`config.mk`:
```
export PLATFORM = sky130hd
export DESIGN_NAME = periph_core
export DESIGN_NICKNAME = d
export VERILOG_FILES = /design/src/common/riscboy_pkg.sv /design/src/verilog/periph_core.sv /design/src/sys_ctrl/sys_ctrl.sv /design/src/gpio/gpio.sv /design/src/verilog/apb_splitter.sv /design/src/verilog/ahbl_to_apb.sv
export SDC_FILE = /design/constraint.sdc
export NUM_CORES = 1
export LEC_CHECK = 0
export ABC_CLOCK_PERIOD_IN_PS = 9550
export BUFFER_PORTS_ARGS = -buffer_cell sky130_fd_sc_hd__buf_4
export CAP_MARGIN = 25
export CORE_UTILIZATION = 60
export CTS_CLUSTER_DIAMETER = 200
export CTS_CLUSTER_SIZE = 20
export DETAILED_ROUTE_END_ITERATION = 7
export GPL_TIMING_DRIVEN = 0
export PLACE_DENSITY = 0.91
export SLEW_MARGIN = 20
export SYNTH_ARGS = -nofsm -noshare
export SYNTH_HDL_FRONTEND = slang
export SYNTH_HIERARCHICAL = 1
export SYNTH_SLANG_ARGS = --single-unit
export TNS_END_PERCENT = 10
```
`constraint.sdc`:
```
create_clock -name clk -period 9.55 [get_ports clk]
set_input_delay 1.91 -clock clk [delete_from_list [all_inputs] [get_ports clk]]
set_output_delay 1.91 -clock clk [all_outputs]
set_load 0.01 [all_outputs]
```
`src/common/riscboy_pkg.sv`:
```
// Shared widths, address map, register offsets and bridge states of the peripheral subsystem
package riscboy_pkg;

	// ========================================================================
	// Bus widths
	// ========================================================================

	localparam int W_ADDR  = 32;
	localparam int W_DATA  = 32;
	localparam int W_PADDR = 16;
	// Low APB address bits that select a register inside one peripheral
	localparam int W_OFFS  = 12;
	localparam int N_PADS  = 16;

	// ========================================================================
	// Address map
	// ========================================================================

	localparam logic [W_ADDR-1:0] APB_BASE = 32'h4000_0000;

	// Top nibble of the APB address
	localparam logic [W_PADDR-W_OFFS-1:0] SLOT_GPIO    = 4'h0;
	localparam logic [W_PADDR-W_OFFS-1:0] SLOT_SYSCTRL = 4'h1;

	// GPIO registers
	localparam logic [W_OFFS-1:0] GPIO_OUT = 12'h000;
	localparam logic [W_OFFS-1:0] GPIO_DIR = 12'h004;
	localparam logic [W_OFFS-1:0] GPIO_IN  = 12'h008;

	// System control registers, scratch words at 0x10 to 0x1C
	localparam logic [W_OFFS-1:0] SYS_ID       = 12'h000;
	localparam logic [W_OFFS-1:0] SYS_SCRATCH0 = 12'h010;

	localparam logic [W_DATA-1:0] SYS_ID_VALUE = 32'h5242_0001;

	// ========================================================================
	// AHB-Lite codes and bridge states
	// ========================================================================

	localparam logic [1:0] HTRANS_IDLE   = 2'b00;
	localparam logic [1:0] HTRANS_NONSEQ = 2'b10;
	localparam logic [2:0] HSIZE_WORD    = 3'b010;

	typedef enum logic [2:0] {
		IDLE,
		SETUP,
		ACCESS,
		ERR1,
		ERR2
	} bridge_state_t;

endpackage
```
`src/verilog/periph_core.sv`:
```
// Peripheral subsystem top with AHB-Lite bridge, APB splitter, GPIO and system control
`timescale 1ns/1ps

module periph_core (
	input  logic                            clk,
	input  logic                            reset,
	input  logic [riscboy_pkg::W_ADDR-1:0]  haddr,
	input  logic                            hwrite,
	input  logic [1:0]                      htrans,
	input  logic [2:0]                      hsize,
	input  logic                            hready,
	input  logic [riscboy_pkg::W_DATA-1:0]  hwdata,
	output logic                            hready_resp,
	output logic                            hresp,
	output logic [riscboy_pkg::W_DATA-1:0]  hrdata,
	input  logic [riscboy_pkg::N_PADS-1:0]  pad_in,
	output logic [riscboy_pkg::N_PADS-1:0]  pad_out,
	output logic [riscboy_pkg::N_PADS-1:0]  pad_oe
);

	import riscboy_pkg::*;

	// ========================================================================
	// Interconnect
	// ========================================================================

	// Bridge side of the APB
	logic [W_PADDR-1:0] bridge_paddr;
	logic               bridge_psel;
	logic               bridge_penable;
	logic               bridge_pwrite;
	logic [W_DATA-1:0]  bridge_pwdata;
	logic [W_DATA-1:0]  bridge_prdata;
	logic               bridge_pready;
	logic               bridge_pslverr;

	// Peripheral sides
	logic               gpio_psel;
	logic [W_DATA-1:0]  gpio_prdata;
	logic               gpio_pready;
	logic               gpio_pslverr;

	logic               sys_psel;
	logic [W_DATA-1:0]  sys_prdata;
	logic               sys_pready;
	logic               sys_pslverr;

	// ========================================================================
	// Instances
	// ========================================================================

	ahbl_to_apb inst_ahbl_to_apb (
		.clk         (clk),
		.reset       (reset),
		.haddr       (haddr),
		.hwrite      (hwrite),
		.htrans      (htrans),
		.hsize       (hsize),
		.hready      (hready),
		.hwdata      (hwdata),
		.hready_resp (hready_resp),
		.hresp       (hresp),
		.hrdata      (hrdata),
		.paddr       (bridge_paddr),
		.psel        (bridge_psel),
		.penable     (bridge_penable),
		.pwrite      (bridge_pwrite),
		.pwdata      (bridge_pwdata),
		.prdata      (bridge_prdata),
		.pready      (bridge_pready),
		.pslverr     (bridge_pslverr)
	);

	apb_splitter inst_apb_splitter (
		.paddr        (bridge_paddr),
		.psel         (bridge_psel),
		.prdata       (bridge_prdata),
		.pready       (bridge_pready),
		.pslverr      (bridge_pslverr),
		.psel_gpio    (gpio_psel),
		.psel_sys     (sys_psel),
		.prdata_gpio  (gpio_prdata),
		.prdata_sys   (sys_prdata),
		.pready_gpio  (gpio_pready),
		.pready_sys   (sys_pready),
		.pslverr_gpio (gpio_pslverr),
		.pslverr_sys  (sys_pslverr)
	);

	// Address, strobe and write data fan out to both peripherals
	gpio inst_gpio (
		.clk     (clk),
		.reset   (reset),
		.psel    (gpio_psel),
		.penable (bridge_penable),
		.pwrite  (bridge_pwrite),
		.paddr   (bridge_paddr),
		.pwdata  (bridge_pwdata),
		.prdata  (gpio_prdata),
		.pready  (gpio_pready),
		.pslverr (gpio_pslverr),
		.pad_in  (pad_in),
		.pad_out (pad_out),
		.pad_oe  (pad_oe)
	);

	sys_ctrl inst_sys_ctrl (
		.clk     (clk),
		.reset   (reset),
		.psel    (sys_psel),
		.penable (bridge_penable),
		.pwrite  (bridge_pwrite),
		.paddr   (bridge_paddr),
		.pwdata  (bridge_pwdata),
		.prdata  (sys_prdata),
		.pready  (sys_pready),
		.pslverr (sys_pslverr)
	);

endmodule

```
`src/sys_ctrl/sys_ctrl.sv`:
```
// System control block with a read-only ID word and four scratch registers
`timescale 1ns/1ps

module sys_ctrl (
	input  logic                            clk,
	input  logic                            reset,
	input  logic                            psel,
	input  logic                            penable,
	input  logic                            pwrite,
	input  logic [riscboy_pkg::W_PADDR-1:0] paddr,
	input  logic [riscboy_pkg::W_DATA-1:0]  pwdata,
	output logic [riscboy_pkg::W_DATA-1:0]  prdata,
	output logic                            pready,
	output logic                            pslverr
);

	import riscboy_pkg::*;

	logic [W_DATA-1:0] scratch [0:3];

	logic [W_OFFS-1:0] offs;
	logic [1:0]        idx;
	logic              hit_id;
	logic              hit_scratch;

	assign offs   = paddr[W_OFFS-1:0];
	assign idx    = offs[3:2];
	assign hit_id = (offs == SYS_ID);
	// Word aligned offsets 0x10 to 0x1C
	assign hit_scratch = (offs[W_OFFS-1:4] == SYS_SCRATCH0[W_OFFS-1:4]) && (offs[1:0] == 2'b00);

	always_ff @(posedge clk) begin
		if (reset) begin
			for (int i = 0; i < 4; i++)
				scratch[i] <= '0;
		end else if (psel && penable && pwrite && hit_scratch) begin
			scratch[idx] <= pwdata;
		end
	end

	always_comb begin
		if (hit_id)
			prdata = SYS_ID_VALUE;
		else if (hit_scratch)
			prdata = scratch[idx];
		else
			prdata = '0;
	end

	assign pready  = 1'b1;
	assign pslverr = psel && ((hit_id && pwrite) || !(hit_id || hit_scratch));

endmodule

```
`src/gpio/gpio.sv`:
```
// GPIO block with output and direction registers and a two-flop input synchronizer
`timescale 1ns/1ps

module gpio (
	input  logic                            clk,
	input  logic                            reset,
	input  logic                            psel,
	input  logic                            penable,
	input  logic                            pwrite,
	input  logic [riscboy_pkg::W_PADDR-1:0] paddr,
	input  logic [riscboy_pkg::W_DATA-1:0]  pwdata,
	output logic [riscboy_pkg::W_DATA-1:0]  prdata,
	output logic                            pready,
	output logic                            pslverr,
	input  logic [riscboy_pkg::N_PADS-1:0]  pad_in,
	output logic [riscboy_pkg::N_PADS-1:0]  pad_out,
	output logic [riscboy_pkg::N_PADS-1:0]  pad_oe
);

	import riscboy_pkg::*;

	logic [N_PADS-1:0] out_q;
	logic [N_PADS-1:0] dir_q;
	logic [N_PADS-1:0] in_meta;
	logic [N_PADS-1:0] in_sync;

	logic [W_OFFS-1:0] offs;
	logic              hit_out;
	logic              hit_dir;
	logic              hit_in;
	logic              wr_en;

	assign offs    = paddr[W_OFFS-1:0];
	assign hit_out = (offs == GPIO_OUT);
	assign hit_dir = (offs == GPIO_DIR);
	assign hit_in  = (offs == GPIO_IN);
	assign wr_en   = psel && penable && pwrite;

	// ========================================================================
	// Registers
	// ========================================================================

	always_ff @(posedge clk) begin
		if (reset) begin
			out_q <= '0;
			dir_q <= '0;
		end else if (wr_en) begin
			if (hit_out)
				out_q <= pwdata[N_PADS-1:0];
			if (hit_dir)
				dir_q <= pwdata[N_PADS-1:0];
		end
	end

	// Pads are asynchronous to clk
	always_ff @(posedge clk) begin
		in_meta <= pad_in;
		in_sync <= in_meta;
	end

	assign pad_out = out_q;
	assign pad_oe  = dir_q;

	// ========================================================================
	// APB response
	// ========================================================================

	always_comb begin
		prdata = '0;
		if (hit_out)
			prdata[N_PADS-1:0] = out_q;
		else if (hit_dir)
			prdata[N_PADS-1:0] = dir_q;
		else if (hit_in)
			prdata[N_PADS-1:0] = in_sync;
	end

	assign pready = 1'b1;
	// Input register is read-only
	assign pslverr = psel && ((pwrite && hit_in) || !(hit_out || hit_dir || hit_in));

endmodule

```
`src/verilog/apb_splitter.sv`:
```
// APB address splitter with peripheral selects, read mux and unmapped slot error
`timescale 1ns/1ps

module apb_splitter (
	input  logic [riscboy_pkg::W_PADDR-1:0] paddr,
	input  logic                            psel,
	output logic [riscboy_pkg::W_DATA-1:0]  prdata,
	output logic                            pready,
	output logic                            pslverr,
	output logic                            psel_gpio,
	output logic                            psel_sys,
	input  logic [riscboy_pkg::W_DATA-1:0]  prdata_gpio,
	input  logic [riscboy_pkg::W_DATA-1:0]  prdata_sys,
	input  logic                            pready_gpio,
	input  logic                            pready_sys,
	input  logic                            pslverr_gpio,
	input  logic                            pslverr_sys
);

	import riscboy_pkg::*;

	logic [W_PADDR-W_OFFS-1:0] slot;

	assign slot = paddr[W_PADDR-1:W_OFFS];

	assign psel_gpio = psel && (slot == SLOT_GPIO);
	assign psel_sys  = psel && (slot == SLOT_SYSCTRL);

	// Response of the selected peripheral
	always_comb begin
		case (slot)
			SLOT_GPIO: begin
				prdata  = prdata_gpio;
				pready  = pready_gpio;
				pslverr = pslverr_gpio;
			end
			SLOT_SYSCTRL: begin
				prdata  = prdata_sys;
				pready  = pready_sys;
				pslverr = pslverr_sys;
			end
			default: begin
				// Nobody lives here, answer at once with an error
				prdata  = '0;
				pready  = 1'b1;
				pslverr = 1'b1;
			end
		endcase
	end

	a_sel_onehot: assert final ($onehot0({psel_gpio, psel_sys}));

endmodule

```
`src/verilog/ahbl_to_apb.sv`:
```
// AHB-Lite slave to APB master bridge with transfer FSM and two-cycle error response
`timescale 1ns/1ps

module ahbl_to_apb (
	input  logic                             clk,
	input  logic                             reset,
	input  logic [riscboy_pkg::W_ADDR-1:0]   haddr,
	input  logic                             hwrite,
	input  logic [1:0]                       htrans,
	input  logic [2:0]                       hsize,
	input  logic                             hready,
	input  logic [riscboy_pkg::W_DATA-1:0]   hwdata,
	output logic                             hready_resp,
	output logic                             hresp,
	output logic [riscboy_pkg::W_DATA-1:0]   hrdata,
	output logic [riscboy_pkg::W_PADDR-1:0]  paddr,
	output logic                             psel,
	output logic                             penable,
	output logic                             pwrite,
	output logic [riscboy_pkg::W_DATA-1:0]   pwdata,
	input  logic [riscboy_pkg::W_DATA-1:0]   prdata,
	input  logic                             pready,
	input  logic                             pslverr
);

	import riscboy_pkg::*;

	bridge_state_t state;
	bridge_state_t state_nxt;

	logic [W_PADDR-1:0] addr_q;
	logic               write_q;
	logic [W_DATA-1:0]  wdata_q;
	logic [W_DATA-1:0]  rdata_q;

	logic addr_valid;
	logic size_ok;
	logic can_accept;

	assign addr_valid = hready && (htrans == HTRANS_NONSEQ);
	assign size_ok    = (hsize == HSIZE_WORD);
	// New address phases are taken in any cycle that ends a data phase
	assign can_accept = (state == IDLE) || (state == ERR2);

	// ========================================================================
	// Transfer FSM
	// ========================================================================

	always_comb begin
		state_nxt = state;
		case (state)
			IDLE, ERR2: begin
				if (addr_valid)
					state_nxt = size_ok ? SETUP : ERR1;
				else
					state_nxt = IDLE;
			end
			SETUP: state_nxt = ACCESS;
			ACCESS: begin
				if (pready)
					state_nxt = pslverr ? ERR1 : IDLE;
			end
			ERR1: state_nxt = ERR2;
			default: state_nxt = IDLE;
		endcase
	end

	always_ff @(posedge clk) begin
		if (reset)
			state <= IDLE;
		else
			state <= state_nxt;
	end

	// Address phase, write data and read data capture
	always_ff @(posedge clk) begin
		if (can_accept && addr_valid) begin
			addr_q  <= haddr[W_PADDR-1:0];
			write_q <= hwrite;
		end
		if (state == SETUP)
			wdata_q <= hwdata;
		if (state == ACCESS && pready)
			rdata_q <= prdata;
	end

	// ========================================================================
	// Outputs
	// ========================================================================

	assign psel    = (state == SETUP) || (state == ACCESS);
	assign penable = (state == ACCESS);
	assign paddr   = addr_q;
	assign pwrite  = write_q;
	// hwdata goes straight out in setup, then the captured copy holds it
	assign pwdata  = (state == SETUP) ? hwdata : wdata_q;

	assign hready_resp = can_accept;
	assign hresp       = (state == ERR1) || (state == ERR2);
	assign hrdata      = rdata_q;

	// An access cycle is always preceded by the setup cycle of its transfer
	a_penable_psel: assert property (@(posedge clk) disable iff (reset)
		penable |-> psel && $past(psel));

	// First error cycle stalls the bus, the second one ends the data phase
	a_hresp_err: assert property (@(posedge clk) disable iff (reset)
		hresp && !hready_resp |=> hresp && hready_resp);

endmodule

```
# Yosys cells after proc, flatten, opt, wreduce, memory -nomap -nowiden
# Memory sizes are Yosys's and may differ from the RTL's. A register that Yosys moved wholly into a read port is not among the register bits.
# Cells that the tools add are included.
op_classes:
  mul: 0
  bitwise: 0
  order_cmp: 0
  add_sub_neg: 0
  n_shift: 0
  n_reduce_logical: 32
  n_mux: 21
  n_div: 0
  n_eq_ne: 10
ops:
  columns: ["op", "n"]
  rows:
  - ["$mux W32", 4]
  - ["$pmux W32 S2", 1]
  - ["$mux W16", 3]
  - ["$reduce_or A32 Y1", 1]
  - ["$logic_and A1 B1 Y1", 14]
  - ["$eq A12 B3 Y1 const B", 1]
  - ["$eq A12 B4 Y1 const B", 1]
  - ["$logic_not A12 Y1", 1]
  - ["$pmux W3 S4", 1]
  - ["$eq A3 B2 Y1 const B", 3]
  - ["$eq A8 B1 Y1 const B", 1]
  - ["$logic_or A1 B1 Y1", 8]
  - ["$mux W2", 4]
  - ["$mux W1", 6]
  - ["$eq A4 B1 Y1 const B", 1]
  - ["$logic_not A4 Y1", 1]
  - ["$reduce_and A2 Y1", 2]
  - ["$eq A3 B1 Y1 const B", 1]
  - ["$eq A3 B3 Y1 const B", 1]
  - ["$logic_not A3 Y1", 1]
  - ["$mux W3", 1]
  - ["$eq A2 B2 Y1 const B", 1]
  - ["$logic_not A1 Y1", 2]
  - ["$logic_not A2 Y1", 1]
  - ["2 further kinds", 2]
totals:
  input_bits: 89
  wordCells: 73
  out_inout_bits: 66
  memories: 1
  mem_bits_ro: 0
  mem_bits_rw: 128
  latch_bits: 0
  reg_bits: 148
mem_list:
  columns: ["name", "depth", "word_bits", "read_ports", "rd_clocked_by_memory_dff", "write_ports", "line_no", "rtl"]
  rows:
  - ["inst_sys_ctrl.scratch", 4, 32, 1, 1, 4, "sys_ctrl.sv:19", "logic [W_DATA-1:0] scratch [0:3];"]

# Longest topological paths before layout
depth:
  depth_word: 11
  mapped_depth: 13
  mapped_depth_nobuf: 11

# Hierarchy
# The synthesis kept the hierarchy.
modules_own_cells:
  columns: ["module", "area_each_um2", "cells_each", "instances", "seq_area_each_um2"]
  rows:
  - ["sys_ctrl", 6588.8, 542, 1, 3843.7]
  - ["ahbl_to_apb", 2857.7, 142, 1, 2172.1]
  - ["gpio", 2635.0, 253, 1, 1281.2]
  - ["apb_splitter", 570.5, 80, 1, 0.0]

# Least setup slack after synthesis
# OpenSTA, ideal clock, no wires.
synth_timing:
  kind: "reg-to-reg"
  startpoint: "register inst_ahbl_to_apb.state[0]"
  endpoint: "memory inst_sys_ctrl.scratch[3][0], enable pin"
  path_stages_with_launch: 11
  arrival_time_ns: 3.280
  period_less_slack_ns: 3.708
  n_path_buf: 2
  slack_ns: 5.842
  required_ns: 9.122
  setup_ns: 0.428
  path_cell_list: "dfxtp_1 nor2b_4 nor2b_4 buf_6 buf_12 or2_2 nand2b_1 nor4b_1 and3_1 nand3_1 o21bai_1"
synth_rtl:
  columns: ["element", "line_no", "rtl"]
  rows:
  - ["from (decl)", "ahbl_to_apb.sv:28", "bridge_state_t state;"]
  - ["from (signal assigned)", "ahbl_to_apb.sv:72", "state <= state_nxt;"]
  - ["to (decl)", "sys_ctrl.sv:19", null]

==> reports/qor.csv <==
stage,metric,value,unit
power_and_ir_drop,Power Total,2.58,mW
sta,setup violators final,0,
critical_path,worst path cell trace,nor3b_1 > or2_2 > nand2b_1 > nor4b_1 > and3_1 > nand3_1 > o21bai_4 > buf_16,
placement,gpl congestion,0.877,
sta,Rel. slew slack,0.460,
synthesis,Ys Warns,6,
worst_hold_path,Min-Delay Path Class,flip-flop to flip-flop,
floorplan,CORE AREA,20400,um^2
final_layout,layout cells sized above 1,0.301,
synthesis,Adder-Cell Fraction of Synth Area,0,
synthesis,Cells after Synth,1017,
final_layout,Sequential Area,7300,um^2
critical_path,CP max stage delay,0.61,ns
sta,achievable clock frequency,285,MHz
sta,final period utilization,0.367,
synthesis,register area share after synthesis,0.577,
placement,DP HPWL,22300,um
synthesis,xor/xnor cell area share of the yosys netlist,0,
final_layout,"most common cell after layout, fill and taps aside",edfxtp_1,
synthesis,Post-Syn Area,12700,um^2
sta,"Slew Viols, Final",0,
synthesis,Synth Area in Simple Gates,0.187,
synthesis,multiplexer area fraction after synthesis,0.151,
floorplan,die area,21700,um^2
placement,# port buffers,138,
critical_path,R2R Setup Slk,6.04,ns
grt,global router's overall resource usage,0.292,
critical_path,CP startpoint kind,flip-flop,
sta,Worst Max-Slew Pin Slew,0.811,ns
route,"wirelength, routed",31600,um
grt,initial antenna violation count,2,
critical_path,worst path arrival time,3.70,ns
final_layout,filler cell count in the final layout,1244,
route,Via Count,8856,
clock_tree,Root Buffer,clkbuf_16,
final_layout,area of the multi-input gates,4700,um^2
clock_tree,# resized after CTS,0,
final_layout,"Core Util, Final",0.721,
critical_path,Critical-path top delay cell,nor3b_1,
grt,first-pass GRT wire length,48800,um
final_layout,area growth from synthesis to layout,16.4,%
sta,clock skew,0.0177,ns
clock_tree,CTS Buffer Depth,3,
floorplan,Die Height,147,um
route,Avg WL per Cell,21.4,um
synthesis,compound-gate portion of the synthesized area,0.0235,
final_layout,Finished Cell Area,14700,um^2
synthesis,Yosys reg bits,276,
floorplan,io pins,155,
sta,TNS Setup,0,ns
sta,Fin. Hold Viols,0,
critical_path,CP Class,flip-flop to flip-flop,
floorplan,Initial Util,0.619,
sta,Tmin final,3.51,ns
critical_path,CP Max Fanout,17,
route,DR pass1 iterations,6,
placement,cell area after placement,14200,um^2
route,DRC Markers,0,
power_and_ir_drop,peak supply drop,0.123,mV
sta,RSZ-0062 raised after global routing,false,
grt,largest net degree at the start of global routing,33,
flow_run,max-cap violations,0,
status,status,completed,
clock_tree,CTS Sinks,276,
clock_tree,"Clk pin slew, worst setup/hold paths",0.09,ns
final_layout,most frequent cells in the layout,"edfxtp_1, buf_4, nand2_1",
grt,grt ovf,0,
final_layout,final net count,1282,
clock_tree,clock latency on the worst-skew pair,0.50,ns
clock_tree,CTS tree,done,
power_and_ir_drop,PD cells,175,nW/um^2
route,post-route ant nets,0,
power_and_ir_drop,leakage,5.51,nW
floorplan,Die Wd,147,um
grt,vias in the first global route,8936,
synthesis,largest family of logic cells by synthesized area,simple AND/OR/NAND/NOR gates,
synthesis,"Distinct cells, synth",51,
clock_tree,cts hold-fix bufs,0,
clock_tree,Post CTS Setup Buffer Count,0,
critical_path,CP Capture Type,flip-flop,
synthesis,"Avg Cell Area, Syn",12.4,um^2
route,vias per cell,6.01,
critical_path,Critical Path RT,9.74,ns
clock_tree,CTS buffer count,17,
route,initial drt markers,1035,
floorplan,Rows,52,
clock_tree,htree depth,1,
routing by layer:
metal  GRT usage  routed length (um)  vias up
li1            -                   -     3892
met1       0.384               12100     4265
met2       0.488               15200      606
met3      0.0522                3320       91
met4       0.102                 943        2
met5           0                  13        -
Yosys cell counts (all sizes together):
master    n  area (um^2)
a211o     2         17.5
a211oi    1         7.51
a21boi    6         45.0
a21o      1         7.51
a21oi    17         85.1
and2      1         6.26
and2b     1         8.76
and3      1         6.26
buf      66          499
clkbuf   31          136
conb      3         11.3
dfxtp    99         1980
edfxtp  177         5320
inv      33          124
mux2     32          469
mux2i    86          861
mux4     26          586
nand2   119          447
nand2b   50          313
nand3     2         15.0
nand3b    1         7.51
nand4     1         6.26
nand4b    2         17.5
nor2     44          168
nor2b    33          221
nor3    131          876
nor3b     7         52.6
nor4      3         48.8
nor4b     1         8.76
o21a      3         22.5
o21ai     1         5.00
o21bai    4         30.0
o22a      1         8.76
o32a      6         60.1
o32ai     1         8.76
or2      17          106
or3       2         12.5
or3b      1         8.76
or4       4         41.3
worst max-delay path, delay by kind of cell, from the launching register on:
kind / cells / cell delay [ns]
AO/OA/AOI/OAI: 1 / 0.56
buffers and inverters: 1 / 0.25
flip-flops: 1 / 0.48
AND/OR/NAND/NOR: 6 / 1.89
stage by stage:
stage | instances | setup WS [ns] | hold WS [ns]
floorplan | 1032 | 5.84 | 0.310
global placement | 1440 | 4.49 | 0.313
detailed placement | 1444 | 6.08 | 0.312
CTS | 1473 | 6.11 | 0.332
global route | 1473 | 6.00 | 0.338
finish | 1474 | 6.04 | 0.333
final timing paths:
check	cells after the start	start	end
worst max-delay path	8	inst_ahbl_to_apb/state[1]	inst_sys_ctrl/scratch[3][14]
worst min-delay path	0	inst_gpio/in_meta[14]	inst_gpio/in_sync[14]
worst max register to register	8	inst_ahbl_to_apb/state[1]	inst_sys_ctrl/scratch[3][14]
worst min register to register	0	inst_gpio/in_meta[14]	inst_gpio/in_sync[14]
power by group:
| part | internal [mW] | switching [mW] | total [mW] |
|---|---|---|---|
| combinational | 0.190 | 0.257 | 0.448 |
| clock | 0.353 | 0.373 | 0.726 |
| sequential | 1.37 | 0.0329 | 1.40 |
kinds of logic after synthesis:
family / Yosys count
and+or+nand+nor: 421
DFF: 276
muxes: 144
buffers and inverters: 130
AOI/OAI and AO/OA: 43
other: 3
flip-flops by register name, summed over array words and instances, names as in the netlist:
name,flops
inst_sys_ctrl/scratch,128
inst_ahbl_to_apb/paddr,16
inst_gpio/in_meta,16
inst_ahbl_to_apb/wdata_q,32
inst_gpio/pad_oe,16
inst_ahbl_to_apb/hrdata,32
inst_ahbl_to_apb/state,3
inst_gpio/in_sync,16
inst_ahbl_to_apb/pwrite,1
inst_gpio/pad_out,16
cell type report:
type                       count  area share
multi-input combinational    626       0.319
antenna                        1    0.000170
timing repair buffer         142      0.0778
clock buffer                  29      0.0334
tap                          270      0.0229
inverter                      33     0.00841
buffer                        97      0.0431
sequential                   276       0.495
Note: power is estimated with default switching activity, not from simulation.
